**config.mk**
```make
export PLATFORM = sky130hd
export DESIGN_NAME = apb_subsystem
export DESIGN_NICKNAME = d
export VERILOG_FILES = /design/src/hw/apb_pkg.sv /design/src/hw/apb_arbiter.sv /design/src/hw/apb_master.sv /design/src/hw/apb_protocol_monitor.sv /design/src/hw/apb_reg_bank.sv /design/src/hw/apb_subsystem.sv /design/src/hw/apb_wait_mem.sv
export SDC_FILE = /design/constraint.sdc
export NUM_CORES = 2
export LEC_CHECK = 0
export BUFFER_PORTS_ARGS = -buffer_cell sky130_fd_sc_hd__clkbuf_2
export CAP_MARGIN = 20
export CORE_MARGIN = 2
export CORE_UTILIZATION = 45
export CTS_CLUSTER_DIAMETER = 80
export DETAILED_ROUTE_END_ITERATION = 8
export GPL_TIMING_DRIVEN = 0
export HOLD_SLACK_MARGIN = 0.08
export PLACE_DENSITY = 0.64
export REMOVE_ABC_BUFFERS = 1
export SYNTH_ARGS = -nofsm -noshare
export SYNTH_HDL_FRONTEND = slang
export SYNTH_SLANG_ARGS = --single-unit
```
**constraint.sdc**
```tcl
create_clock -name PCLK -period 3.3 [get_ports PCLK]
set_clock_uncertainty 0.05 [all_clocks]
set_input_delay 0.99 -clock PCLK [delete_from_list [all_inputs] [get_ports PCLK]]
set_output_delay 0.99 -clock PCLK [all_outputs]
set_load 0.02 [all_outputs]
```
**src/hw/apb_pkg.sv**
```systemverilog
////////////////////////////////////////
// APB subsystem shared constants
////////////////////////////////////////

`default_nettype none

package apb_pkg;

	////////////////////////////////////////
	// Bus widths
	////////////////////////////////////////

	// Byte address, 4 KB window
	localparam int APB_AW = 12;
	localparam int APB_DW = 32;
	// One strobe per data byte
	localparam int APB_SW = APB_DW / 8;

	////////////////////////////////////////
	// Address map
	////////////////////////////////////////

	// Low half is the register bank, high half the memory
	localparam int SEL_BIT = 11;

	// Register bank, word index in bits 5..2
	localparam int REG_COUNT = 16;
	localparam logic [APB_DW-1:0] REG_ID_VALUE = 32'hA9B0_0101;

	// Memory, word index in bits 10..2
	localparam int MEM_DEPTH = 64;
	// Extra access cycles per memory transfer
	localparam int MEM_WAIT = 2;

	////////////////////////////////////////
	// Protocol limits
	////////////////////////////////////////

	// Access cycles with PREADY low must stay below this
	localparam int MAX_STALL = 4;

endpackage

`default_nettype wire

```
**src/hw/apb_arbiter.sv**
```systemverilog
////////////////////////////////////////
// Round-robin requester arbiter
////////////////////////////////////////

`default_nettype none

module apb_arbiter (
	input  wire                          PCLK,
	input  wire                          arst_n,
	input  wire                          req0,
	input  wire                          write0,
	input  wire  [apb_pkg::APB_AW-1:0]   addr0,
	input  wire  [apb_pkg::APB_DW-1:0]   wdata0,
	input  wire  [apb_pkg::APB_SW-1:0]   strb0,
	output logic                         ack0,
	output logic [apb_pkg::APB_DW-1:0]   rdata0,
	output logic                         err0,
	input  wire                          req1,
	input  wire                          write1,
	input  wire  [apb_pkg::APB_AW-1:0]   addr1,
	input  wire  [apb_pkg::APB_DW-1:0]   wdata1,
	input  wire  [apb_pkg::APB_SW-1:0]   strb1,
	output logic                         ack1,
	output logic [apb_pkg::APB_DW-1:0]   rdata1,
	output logic                         err1,
	output logic                         mreq,
	output logic                         mwrite,
	output logic [apb_pkg::APB_AW-1:0]   maddr,
	output logic [apb_pkg::APB_DW-1:0]   mwdata,
	output logic [apb_pkg::APB_SW-1:0]   mstrb,
	input  wire                          mack,
	input  wire  [apb_pkg::APB_DW-1:0]   mrdata,
	input  wire                          merr
);
	import apb_pkg::*;

	logic busy;
	// Port that holds the master, valid while busy
	logic owner;
	// Port served last, the other one has priority
	logic last;
	logic own0;
	logic own1;
	logic owner_req;

	assign own0 = busy && !owner;
	assign own1 = busy && owner;
	assign owner_req = owner ? req1 : req0;

	////////////////////////////////////////
	// Grant and release
	////////////////////////////////////////

	always_ff @(posedge PCLK or negedge arst_n)
	begin
		if (!arst_n)
		begin
			busy <= 1'b0;
			owner <= 1'b0;
			// Port 0 first after reset
			last <= 1'b1;
		end
		else if (!busy)
		begin
			// New grant only once the last handshake has closed
			if (!mack && (req0 || req1))
			begin
				busy <= 1'b1;
				owner <= !(req0 && (!req1 || last));
			end
		end
		else if (!owner_req && !mack)
		begin
			// Both halves of the four-phase pair are low
			busy <= 1'b0;
			last <= owner;
		end
	end

	////////////////////////////////////////
	// Request and response routing
	////////////////////////////////////////

	assign mreq = busy && owner_req;
	assign mwrite = owner ? write1 : write0;
	assign maddr = owner ? addr1 : addr0;
	assign mwdata = owner ? wdata1 : wdata0;
	assign mstrb = owner ? strb1 : strb0;

	// Only the owner sees the handshake and the reply
	assign ack0 = own0 && mack;
	assign ack1 = own1 && mack;
	assign rdata0 = own0 ? mrdata : '0;
	assign rdata1 = own1 ? mrdata : '0;
	assign err0 = own0 && merr;
	assign err1 = own1 && merr;

	// Never answer both ports
	assert property (@(posedge PCLK) disable iff (!arst_n) !(ack0 && ack1));

	// The master answers only a request that is still up
	assert property (@(posedge PCLK) disable iff (!arst_n)
		$rose(mack) |-> (busy && owner_req));

endmodule

`default_nettype wire

```
**src/hw/apb_master.sv**
```systemverilog
////////////////////////////////////////
// APB master and slave decode
////////////////////////////////////////

`default_nettype none

module apb_master (
	input  wire                          PCLK,
	input  wire                          arst_n,
	input  wire                          mreq,
	input  wire                          mwrite,
	input  wire  [apb_pkg::APB_AW-1:0]   maddr,
	input  wire  [apb_pkg::APB_DW-1:0]   mwdata,
	input  wire  [apb_pkg::APB_SW-1:0]   mstrb,
	output logic                         mack,
	output logic [apb_pkg::APB_DW-1:0]   mrdata,
	output logic                         merr,
	output logic                         PSEL_REG,
	output logic                         PSEL_MEM,
	output logic                         PENABLE,
	output logic [apb_pkg::APB_AW-1:0]   PADDR,
	output logic                         PWRITE,
	output logic [apb_pkg::APB_DW-1:0]   PWDATA,
	output logic [apb_pkg::APB_SW-1:0]   PWSTRB,
	input  wire  [apb_pkg::APB_DW-1:0]   prdata_reg,
	input  wire                          pready_reg,
	input  wire                          pslverr_reg,
	input  wire  [apb_pkg::APB_DW-1:0]   prdata_mem,
	input  wire                          pready_mem,
	input  wire                          pslverr_mem,
	output logic                         PREADY,
	output logic                         PSLVERR
);
	import apb_pkg::*;

	localparam logic [1:0] ST_IDLE = 2'd0;
	localparam logic [1:0] ST_SETUP = 2'd1;
	localparam logic [1:0] ST_ACCESS = 2'd2;
	localparam logic [1:0] ST_DONE = 2'd3;

	logic [1:0] state;
	logic psel;
	logic [APB_DW-1:0] prdata_sel;

	////////////////////////////////////////
	// Slave decode and return mux
	////////////////////////////////////////

	assign PSEL_REG = psel && !PADDR[SEL_BIT];
	assign PSEL_MEM = psel && PADDR[SEL_BIT];
	assign PREADY = (PSEL_REG && pready_reg) || (PSEL_MEM && pready_mem);
	assign PSLVERR = (PSEL_REG && pslverr_reg) || (PSEL_MEM && pslverr_mem);
	assign prdata_sel = PADDR[SEL_BIT] ? prdata_mem : prdata_reg;

	////////////////////////////////////////
	// Transfer FSM
	////////////////////////////////////////

	always_ff @(posedge PCLK or negedge arst_n)
	begin
		if (!arst_n)
		begin
			state <= ST_IDLE;
			psel <= 1'b0;
			PENABLE <= 1'b0;
			mack <= 1'b0;
		end
		else
		begin
			case (state)
				ST_IDLE:
					// Setup phase starts on the next edge
					if (mreq)
					begin
						state <= ST_SETUP;
						psel <= 1'b1;
					end
				ST_SETUP:
				begin
					state <= ST_ACCESS;
					PENABLE <= 1'b1;
				end
				ST_ACCESS:
					// Stay here while the slave stalls
					if (PREADY)
					begin
						state <= ST_DONE;
						psel <= 1'b0;
						PENABLE <= 1'b0;
						mack <= 1'b1;
					end
				default:
					// Hold the reply until the requester lets go
					if (!mreq)
					begin
						state <= ST_IDLE;
						mack <= 1'b0;
					end
			endcase
		end
	end

	// Fields frozen for the whole transfer, reply captured at completion
	always_ff @(posedge PCLK)
	begin
		if (state == ST_IDLE && mreq)
		begin
			PADDR <= maddr;
			PWRITE <= mwrite;
			PWDATA <= mwdata;
			PWSTRB <= mstrb;
		end
		if (state == ST_ACCESS && PREADY)
		begin
			mrdata <= prdata_sel;
			merr <= PSLVERR;
		end
	end

	// One slave at a time on the shared bus
	assert property (@(posedge PCLK) disable iff (!arst_n) !(PSEL_REG && PSEL_MEM));

endmodule

`default_nettype wire

```
**src/hw/apb_protocol_monitor.sv**
```systemverilog
////////////////////////////////////////
// APB bus protocol monitor
////////////////////////////////////////

`default_nettype none

module apb_protocol_monitor (
	input  wire                          PCLK,
	input  wire                          arst_n,
	input  wire                          PSEL,
	input  wire                          PENABLE,
	input  wire  [apb_pkg::APB_AW-1:0]   PADDR,
	input  wire                          PWRITE,
	input  wire  [apb_pkg::APB_DW-1:0]   PWDATA,
	input  wire  [apb_pkg::APB_SW-1:0]   PWSTRB,
	input  wire                          PREADY,
	input  wire                          PSLVERR
);
	import apb_pkg::*;

	localparam int STALL_W = $clog2(MAX_STALL + 1);

	logic [STALL_W-1:0] stall_cnt;
	logic stalled;

	// Setup, or an access the slave has not finished
	assign stalled = PSEL && (!PENABLE || !PREADY);

	////////////////////////////////////////
	// Stall length
	////////////////////////////////////////

	always_ff @(posedge PCLK or negedge arst_n)
	begin
		if (!arst_n)
			stall_cnt <= '0;
		else if (PSEL && PENABLE && !PREADY)
			stall_cnt <= stall_cnt + 1'b1;
		else
			stall_cnt <= '0;
	end

	////////////////////////////////////////
	// Sequencing rules
	////////////////////////////////////////

	// First selected cycle is always a setup
	assert property (@(posedge PCLK) disable iff (!arst_n) $rose(PSEL) |-> !PENABLE);

	// Setup is followed by access
	assert property (@(posedge PCLK) disable iff (!arst_n)
		PSEL && !PENABLE |=> PSEL && PENABLE);

	// Select holds until the slave completes
	assert property (@(posedge PCLK) disable iff (!arst_n) stalled |=> PSEL);

	// Transfer fields frozen while waiting
	assert property (@(posedge PCLK) disable iff (!arst_n)
		stalled |=> $stable(PADDR) && $stable(PWRITE));
	assert property (@(posedge PCLK) disable iff (!arst_n)
		stalled && PWRITE |=> $stable(PWDATA) && $stable(PWSTRB));

	// Bounded wait
	assert property (@(posedge PCLK) disable iff (!arst_n) stall_cnt < STALL_W'(MAX_STALL));

	// Error only alongside a completing access
	assert property (@(posedge PCLK) disable iff (!arst_n)
		PSLVERR |-> PSEL && PENABLE && PREADY);

endmodule

`default_nettype wire

```
**src/hw/apb_reg_bank.sv**
```systemverilog
////////////////////////////////////////
// APB register bank slave
////////////////////////////////////////

`default_nettype none

module apb_reg_bank (
	input  wire                          PCLK,
	input  wire                          arst_n,
	input  wire                          PSEL,
	input  wire                          PENABLE,
	input  wire  [apb_pkg::APB_AW-1:0]   PADDR,
	input  wire                          PWRITE,
	input  wire  [apb_pkg::APB_DW-1:0]   PWDATA,
	input  wire  [apb_pkg::APB_SW-1:0]   PWSTRB,
	output logic [apb_pkg::APB_DW-1:0]   PRDATA,
	output logic                         PREADY,
	output logic                         PSLVERR
);
	import apb_pkg::*;

	localparam int IDX_W = $clog2(REG_COUNT);

	// Storage for registers 1 to 15 only
	// Register 0 returns the ID value
	logic [APB_DW-1:0] regs [1:REG_COUNT-1];
	logic [IDX_W-1:0] idx;
	logic bad_addr;
	logic id_write;
	logic access;

	assign idx = PADDR[IDX_W+1:2];
	// Bits between the index and the slave select must be zero
	assign bad_addr = |PADDR[SEL_BIT-1:IDX_W+2];
	assign id_write = PWRITE && (idx == '0);
	assign access = PSEL && PENABLE;

	////////////////////////////////////////
	// Response
	////////////////////////////////////////

	// Zero wait states
	assign PREADY = 1'b1;
	assign PSLVERR = access && (bad_addr || id_write);

	always_comb
	begin
		if (bad_addr)
			PRDATA = '0;
		else if (idx == '0)
			PRDATA = REG_ID_VALUE;
		else
			PRDATA = regs[idx];
	end

	////////////////////////////////////////
	// Byte-merged writes
	////////////////////////////////////////

	always_ff @(posedge PCLK or negedge arst_n)
	begin
		if (!arst_n)
		begin
			for (int i = 1; i < REG_COUNT; i++)
				regs[i] <= '0;
		end
		else if (access && PWRITE && !bad_addr && !id_write)
		begin
			// Only the strobed bytes change
			for (int b = 0; b < APB_SW; b++)
			begin
				if (PWSTRB[b])
					regs[idx][8*b +: 8] <= PWDATA[8*b +: 8];
			end
		end
	end

endmodule

`default_nettype wire

```
**src/hw/apb_subsystem.sv**
```systemverilog
////////////////////////////////////////
// APB subsystem top level
////////////////////////////////////////

`default_nettype none

module apb_subsystem (
	input  wire                          PCLK,
	input  wire                          arst_n,
	input  wire                          req0,
	output wire                          ack0,
	input  wire                          write0,
	input  wire  [apb_pkg::APB_AW-1:0]   addr0,
	input  wire  [apb_pkg::APB_DW-1:0]   wdata0,
	input  wire  [apb_pkg::APB_SW-1:0]   strb0,
	output wire  [apb_pkg::APB_DW-1:0]   rdata0,
	output wire                          err0,
	input  wire                          req1,
	output wire                          ack1,
	input  wire                          write1,
	input  wire  [apb_pkg::APB_AW-1:0]   addr1,
	input  wire  [apb_pkg::APB_DW-1:0]   wdata1,
	input  wire  [apb_pkg::APB_SW-1:0]   strb1,
	output wire  [apb_pkg::APB_DW-1:0]   rdata1,
	output wire                          err1
);
	import apb_pkg::*;

	// Arbiter to master handshake
	wire mreq;
	wire mack;
	wire mwrite;
	wire [APB_AW-1:0] maddr;
	wire [APB_DW-1:0] mwdata;
	wire [APB_SW-1:0] mstrb;
	wire [APB_DW-1:0] mrdata;
	wire merr;

	// Shared APB bus
	wire psel_reg;
	wire psel_mem;
	wire penable;
	wire [APB_AW-1:0] paddr;
	wire pwrite;
	wire [APB_DW-1:0] pwdata;
	wire [APB_SW-1:0] pwstrb;
	wire pready;
	wire pslverr;

	// Per-slave return paths
	wire [APB_DW-1:0] prdata_reg;
	wire pready_reg;
	wire pslverr_reg;
	wire [APB_DW-1:0] prdata_mem;
	wire pready_mem;
	wire pslverr_mem;

	apb_arbiter u_arbiter (
		.PCLK(PCLK), .arst_n(arst_n),
		.req0(req0), .write0(write0), .addr0(addr0), .wdata0(wdata0), .strb0(strb0),
		.ack0(ack0), .rdata0(rdata0), .err0(err0),
		.req1(req1), .write1(write1), .addr1(addr1), .wdata1(wdata1), .strb1(strb1),
		.ack1(ack1), .rdata1(rdata1), .err1(err1),
		.mreq(mreq), .mwrite(mwrite), .maddr(maddr), .mwdata(mwdata), .mstrb(mstrb),
		.mack(mack), .mrdata(mrdata), .merr(merr)
	);

	apb_master u_master (
		.PCLK(PCLK), .arst_n(arst_n),
		.mreq(mreq), .mwrite(mwrite), .maddr(maddr), .mwdata(mwdata), .mstrb(mstrb),
		.mack(mack), .mrdata(mrdata), .merr(merr),
		.PSEL_REG(psel_reg), .PSEL_MEM(psel_mem), .PENABLE(penable), .PADDR(paddr),
		.PWRITE(pwrite), .PWDATA(pwdata), .PWSTRB(pwstrb),
		.prdata_reg(prdata_reg), .pready_reg(pready_reg), .pslverr_reg(pslverr_reg),
		.prdata_mem(prdata_mem), .pready_mem(pready_mem), .pslverr_mem(pslverr_mem),
		.PREADY(pready), .PSLVERR(pslverr)
	);

	apb_reg_bank u_reg_bank (
		.PCLK(PCLK), .arst_n(arst_n),
		.PSEL(psel_reg), .PENABLE(penable), .PADDR(paddr), .PWRITE(pwrite),
		.PWDATA(pwdata), .PWSTRB(pwstrb),
		.PRDATA(prdata_reg), .PREADY(pready_reg), .PSLVERR(pslverr_reg)
	);

	apb_wait_mem u_wait_mem (
		.PCLK(PCLK), .arst_n(arst_n),
		.PSEL(psel_mem), .PENABLE(penable), .PADDR(paddr), .PWRITE(pwrite),
		.PWDATA(pwdata), .PWSTRB(pwstrb),
		.PRDATA(prdata_mem), .PREADY(pready_mem), .PSLVERR(pslverr_mem)
	);

	// Monitor sees the merged select
	apb_protocol_monitor u_monitor (
		.PCLK(PCLK), .arst_n(arst_n),
		.PSEL(psel_reg | psel_mem), .PENABLE(penable), .PADDR(paddr), .PWRITE(pwrite),
		.PWDATA(pwdata), .PWSTRB(pwstrb), .PREADY(pready), .PSLVERR(pslverr)
	);

endmodule

`default_nettype wire

```
**src/hw/apb_wait_mem.sv**
```systemverilog
////////////////////////////////////////
// APB wait-state memory slave
////////////////////////////////////////

`default_nettype none

module apb_wait_mem (
	input  wire                          PCLK,
	input  wire                          arst_n,
	input  wire                          PSEL,
	input  wire                          PENABLE,
	input  wire  [apb_pkg::APB_AW-1:0]   PADDR,
	input  wire                          PWRITE,
	input  wire  [apb_pkg::APB_DW-1:0]   PWDATA,
	input  wire  [apb_pkg::APB_SW-1:0]   PWSTRB,
	output logic [apb_pkg::APB_DW-1:0]   PRDATA,
	output logic                         PREADY,
	output logic                         PSLVERR
);
	import apb_pkg::*;

	// Word index spans every bit below the slave select
	localparam int IDX_W = SEL_BIT - 2;
	localparam int MEM_IW = $clog2(MEM_DEPTH);
	localparam int CNT_W = $clog2(MEM_WAIT + 1);

	logic [APB_DW-1:0] mem [0:MEM_DEPTH-1];
	logic [IDX_W-1:0] word_idx;
	logic [MEM_IW-1:0] mem_idx;
	logic in_range;
	logic access;
	logic [CNT_W-1:0] wait_cnt;

	assign word_idx = PADDR[SEL_BIT-1:2];
	assign mem_idx = PADDR[MEM_IW+1:2];
	assign in_range = word_idx < IDX_W'(MEM_DEPTH);
	assign access = PSEL && PENABLE;

	////////////////////////////////////////
	// Wait states
	////////////////////////////////////////

	// Ready once the counter has run through all wait cycles
	assign PREADY = (wait_cnt == CNT_W'(MEM_WAIT));

	always_ff @(posedge PCLK or negedge arst_n)
	begin
		if (!arst_n)
			wait_cnt <= '0;
		else if (!PSEL || (access && PREADY))
			wait_cnt <= '0;
		else if (access)
			wait_cnt <= wait_cnt + 1'b1;
	end

	////////////////////////////////////////
	// Storage and reply
	////////////////////////////////////////

	// Error only on the completing cycle
	assign PSLVERR = access && PREADY && !in_range;
	assign PRDATA = in_range ? mem[mem_idx] : '0;

	// Write lands on the completing cycle
	always_ff @(posedge PCLK)
	begin
		if (access && PREADY && PWRITE && in_range)
		begin
			for (int b = 0; b < APB_SW; b++)
			begin
				if (PWSTRB[b])
					mem[mem_idx][8*b +: 8] <= PWDATA[8*b +: 8];
			end
		end
	end

	// A stalled access stays selected and enabled
	assert property (@(posedge PCLK) disable iff (!arst_n)
		access && !PREADY |=> PSEL && PENABLE);

endmodule

`default_nettype wire

```
Word level (Yosys, flattened, before mapping)
Memories as Yosys holds them, arrays and structs flattened. A register that Yosys moved wholly into a read port is not among the register bits.
Index checks and enable logic that the tools add are counted.
Widths: inputs -> output; s select.
Cells by class
  div/mod/pow operators: 0
  shift-type cells: 0
  mux-type cells: 62
  reduce and logical (&&, ||, !) cells: 58
  order comparisons: 3
  $add $sub $neg: 1
  $mul: 0
  bitwise gates (word level): 3
  equality and inequality tests: 7
Operator list (count)
  $mux 480: 7
  $bwmux 480: 4
  $demux 32 s4: 4
  $mux 32: 10
  $bmux 32 s4: 1
  $logic_and 1x1->1: 29
  $mux 24: 1
  $mux 1: 21
  $mux 16: 1
  $mux 12: 1
  $logic_not 1->1: 10
  $mux 2: 5
  $lt 9x7->1 const B: 1
  $reduce_and 3->1: 3
  $mux 8: 1
  $logic_or 1x1->1: 6
  $mux 6: 1
  $pmux 1 s2: 3
  $pmux 2 s3: 1
  $reduce_and 2->1: 3
  $reduce_bool 2->1: 3
  $ge 5x5->1 const B: 1
  $lt 5x1->1 const B: 1
  $not 4->5: 1
  12 further kinds: 15
Storage, ports and cells
  logic and storage cells: 164
  memory bits (writable): 2048
  bits of input ports: 102
  bits in registers: 572
  latch bits: 0
  output and inout bits: 68
  memories: 1
  bits in read-only memories: 0
Memory list
  u_wait_mem.mem: words 64, bits a word 32, rd ports 1, clocked after Yosys merged registers in 1, wr ports 1, line apb_wait_mem.sv:27  | logic [APB_DW-1:0] mem [0:MEM_DEPTH-1];

Longest topological paths before layout
  word-level depth: 16
  mapped depth: 10
  mapped depth without buffers: 7

Hierarchy
From an unflattened synthesis, not the netlist that was laid out.
Unflattened totals
  cell total of the unflattened synthesis: 6453
  area total of the unflattened synthesis: 106134.3 sq um
By module, submodules not included
  apb_wait_mem: times used 1, seq. area each 61549.0 sq um, cells each 4709, area an instance 79012.0 sq um
  apb_reg_bank: times used 1, seq. area each 12011.5 sq um, cells each 1433, area an instance 22596.7 sq um
  apb_master: times used 1, seq. area each 2587.5 sq um, cells each 159, area an instance 3239.4 sq um
  apb_arbiter: times used 1, seq. area each 76.3 sq um, cells each 152, area an instance 1286.2 sq um

Least setup slack after synthesis
Ideal clock, no wire load.
  path type: input -> register
  start point: input req1
  end point: register u_master.PADDR[10] in the netlist's numbering (enable)
  stages on the path: 3
  library setup time: 401 ps
  setup slack: 505 ps
  required time: 2849 ps
  arrival time: 2344 ps
  path buffers: 0
  cells stage by stage: mux2_2 nand3_1 inv_1
On the way
  longest elaborated chain between the ends: 3
RTL lines
  from (decl): line apb_subsystem.sv:18  | input wire req1,
  $mux 1: line apb_arbiter.sv:48  | assign owner_req = owner ? req1 : req0;
  $logic_and 1x1->1: line apb_arbiter.sv:84  | assign mreq = busy && owner_req;
  $logic_and 1x1->1: line apb_master.sv:106  | if (state == ST_IDLE && mreq)
  to (signal assigned): line apb_master.sv:108  | PADDR <= maddr;
  to (decl): line apb_master.sv:21  | output logic [apb_pkg::APB_AW-1:0] PADDR,
No other way between the ends.
A chain may end at the register's enable or synchronous reset.

Worst setup path in the final report
  start point: register u_master.PADDR[5] in the netlist's numbering
  end point: memory u_wait_mem.mem[5][21] (enable)
On the way
  longest elaborated chain between the ends: 4
RTL lines
  $lt 9x7->1: line apb_wait_mem.sv:36  | assign in_range = word_idx < IDX_W'(MEM_DEPTH);
  $logic_and 1x1->1: line apb_wait_mem.sv:67  | if (access && PREADY && PWRITE && in_range)
  $mux 1: line apb_wait_mem.sv:67
  $mux 1 (implied by the code): line apb_wait_mem.sv:72  | mem[mem_idx][8*b +: 8] <= PWDATA[8*b +: 8];
  to (decl): line apb_wait_mem.sv:27
Parallel ways exist; a longest one is shown, timed or not.

==> metrics.sh <==
FINAL_COMMON_CELL='edfxtp_1'
YOSYS.CELL_TYPES.COUNT=61
CLOCK_INSERTION_DELAY_WORST_SKEW_NS=0.95
PLACE.PORT_BUFFERS=165
POST_DRT_WL_PER_CELL_UM=34.7
UNREPAIRED_SETUP_ENDPOINTS_AFTER_GLOBAL_ROUTING='true'
WORST_HOLD_PATH.ENDPOINT='u_master.PADDR[11]'
LAYOUT.AREA.SEQ_MM2=0.0763
SYNTH_ADDER_AREA_SHARE=0.000476
MIN_PERIOD_NS=3.52
MAPPEDNETLISTAREA_MM2=0.105
POWER_PER_CELL_AREA_mW_PER_MM2=533
MAX_CAP_VIOLATIONS=0
DOMINANT_COMBINATIONAL_CELL_FAMILY_BY_AREA_AFTER_SYNTHESIS='multiplexers'
SYNTHESIS.INSTANCES=5222
VIASPERCELL=6.23
DR_TOTAL_VIAS=56274
SETUP_CRIT_START_KIND='flop'
AREA.GROWTH.SYNTH_TO_FINAL_PCT=21.2
PLACE_CONGESTION=0.810
GLOBAL_ROUTE.OVERFLOW_TOTAL=0
FULL_DIE_AREA_MM2=0.238
CRITICAL_PATH.REG2REG.STARTPOINT='u_master.PADDR[5]'
CLKSLEWWORSTSETUPHOLDPATHS_NS=0.06
ROUTED_WIRELENGTH_UM=314000
AREA_OF_THE_CORE_MM2=0.233
HTREE_LEVELS=5
LARGEST-REGISTER='u_wait_mem.mem'
HOLD_PATH.STARTPOINT='addr1[11]'
FINAL_MAX_SLEW_VIOL_COUNT=0
RUN_STATUS='finished, violations left'
YS_TOP_CELLS_BY_AREA='edfxtp_1 61%, mux4_2 14%, dfrtp_1 12%'
DESIGN.FINAL.NETS=5891
FIN_AREA_MM2=0.128
LAYOUT_COMMON_CELLS='2128 x edfxtp_1, 677 x mux4_2, 487 x dfrtp_1'
POST_SYNTH_MUX_AREA_SHARE=0.213
HPWLAFTERDP_UM=197000
WORST-R2R-CELL-COUNT=7
CAPTURING_ELEMENT_TYPE_OF_THE_CRITICAL_PATH='flop'
CTS_TREE='built'
DRTPASS1ITERATIONS=8
TIMING_WORST_SETUP_PATH_TYPE='flop to flop'
SYNTHESIS.AREA_PER_INSTANCE_UM2=20.2
PATH_MAX_FANOUT=16
ACHIEVABLE_FREQ_GHz=0.284
INITIALDRTVIOLATIONCOUNT=7572
SYNTH_TOP_AREA_SHARE=0.607
R2R-END='u_wait_mem.mem[5][21]'
SYNTH_SEQ_CELLS=2624
TOTALPOWERFINAL_uW=68000
DIE-WIDTH_UM=488
DIE_H_UM=488
TOTALNEGATIVESETUPSLACK_NS=-29.64
SYNTH-EDFF-COUNT=2128
MAX_SLEW.WORST_PIN.SLEW_NS=1.19
FINALWORSTSETUPSLACK_NS=-0.221
PLACEMENT_ROWS=177
LARGEST_NET_DEGREE_AT_THE_START_OF_GLOBAL_ROUTING=121
AREA_OF_PLACED_INSTANCES_MM2=0.114
TIMING.HOLD.WORST.CLASS='input pin to flop'
ASYNC_FLOP_SHARE=0.187
CTS_NUM_SINKS=2624
GLOBALROUTETOTALUTIL=0.256
CRIT_REQUIRED_NS=3.81
FOOTPRINT_OF_THE_MULTI_INPUT_GATES_MM2=0.0298
NUMCTSBUFFERS=290
HOLD-WORST-SLACK_NS=0.305
CLOCKBUFFERDEPTH=4
CRITPATHARRIVALTIME_NS=4.03
TIMING.FINAL.CRIT_SHARE=1.07
HOLD_PATH_DEPTH=2
WORST_VDD_RAIL_IR_DROP_mV=0.625
POWER.LEAKAGE_uW=0.0455
SYNTH_COMPOUND_GATE_AREA_SHARE=0.0169
FINAL_LAYOUT_SIZE_SUFFIX_GT1_FRAC=0.386
HOLD_VIOLATIONS_FINAL=0
POST_SYNTH_XOR_AREA_FRACTION=0
GRT_FIRST_PASS_WIRELENGTH_UM=425000
REG.LARGEST.LIST='u_wait_mem.mem: 2048 flops, u_reg_bank.regs: 480 flops'
IOPINCOUNT=170
CELL_AT_THE_ROOT_OF_THE_CLOCK_TREE='clkbuf_16'
R2R_SLACK_NS=-0.22
PROPORTION_OF_SYNTHESIZED_CHIP_AREA_IN_SEQUENTIAL_CELLS=0.725
POSTSYNTH.TOPFLOPCELL='edfxtp_1'
TIMING.SLEW.HEADROOM=0.203
DRC_ERRORS=0
FIRST_GLOBAL_VIAS=55169
DRTANTENNAVIOLNETS=0
POST-ROUTE-UTIL=0.549
VIOLATIONS='negative setup slack'
START_UTIL=0.453
MAX_FFS_PER_REGISTER=2048
ANTENNA_FOUND_INITIAL=14
FILLER_CELL_COUNT=17364
SYNTH_AREA_LEADER_CELL='edfxtp_1'
SIMPLE_LOGIC_CELL_FRACTION_OF_THE_SYNTHESIZED_AREA=0.0319
SETUP_VIOL_COUNT_FINAL=479
YOSYS_WARNINGS=0
-- cell type report --
cell class,instances,area share
sequential,2624,0.598
multi-input combinational,2285,0.233
timing repair buffer,575,0.0693
clock buffer,380,0.0621
tap,3043,0.0298
clock inverter,109,0.00673
inverter,9,0.000304
antenna,4,0.0000785
-- report_power, final --
part	internal, uW	switching, uW
registers	35400	77.3
logic	732	1190
clock network	17800	12700
total	54000	14000
-- cell families after synthesis --
family / count (synthesis)
adders and majority gates: 4
AOI/OAI and AO/OA: 255
buffers and inverters: 313
and+or+nand+nor: 706
muxes: 1320
DFF: 2624
-- cell usage after synthesis, types with 11 or more instances --
master and count:
edfxtp_1 2128, mux4_2 677, dfrtp_1 489, mux2_1 317
nor2_1 312, mux2_2 228, nand2_1 161, clkbuf_1 147
mux2i_1 98, buf_2 87, a21oi_1 59, a22oi_1 51
and3_1 49, buf_1 42, and2_1 40, nand3_1 37
o22ai_1 33, buf_4 21, nand2_4 21, nand2b_1 20
nor2b_1 20, o21ai_0 20, nand2_2 19, o211ai_1 15
a22o_1 13, a211oi_1 11
-- per-layer routing --
layer	global-route usage	part of all wire
met5	0	0.00047
met4	0.107	0.048
met3	0.0711	0.11
met2	0.389	0.46
met1	0.348	0.38
-- critical path, cell delays in order (launching register included) --
cell and delay, ns:
edfxtp_1 0.46, buf_4 0.21, buf_16 0.16, buf_16 0.18
nand2b_1 0.36, nor2_2 0.44, nand2_1 0.61, nor2_2 0.63
-- worst max path at each step --
| stage | slack [ns] | startpoint | depth (start not counted) | to |
|---|---|---|---|---|
| global placement | -31.64 | flop | 5 | u_master.mrdata[13] |
| global route | -0.14 | u_arbiter.owner | 4 | rdata0[30] |
| detailed placement | -2.19 | u_master.PADDR[3] | 9 | u_wait_mem.mem[58][28] |
| floorplan | -19.48 | flop | 5 | u_master.mrdata[12] |
| finish | -0.22 | u_master.PADDR[5] | 7 | u_wait_mem.mem[5][21] |
| CTS | -0.37 | flop | 8 | u_master.mrdata[8] |
-- stage by stage --
step | cells | setup WS, ns
finish | 9029 | -0.221
global route | 9025 | -0.143
CTS | 8913 | -0.366
detailed placement | 8322 | -2.19
global placement | 8126 | -31.64
floorplan | 4918 | -19.48
-- timing repair --
action,4_1_cts,5_1_grt
gates resized for setup,476,203
endpoints found under the hold margin,33,0
buffers inserted,87,93
setup endpoints to repair,2627,1669
hold buffers,1,0
pin swaps,53,36
cloned,14,19
Power figures use the tool's default switching activity.
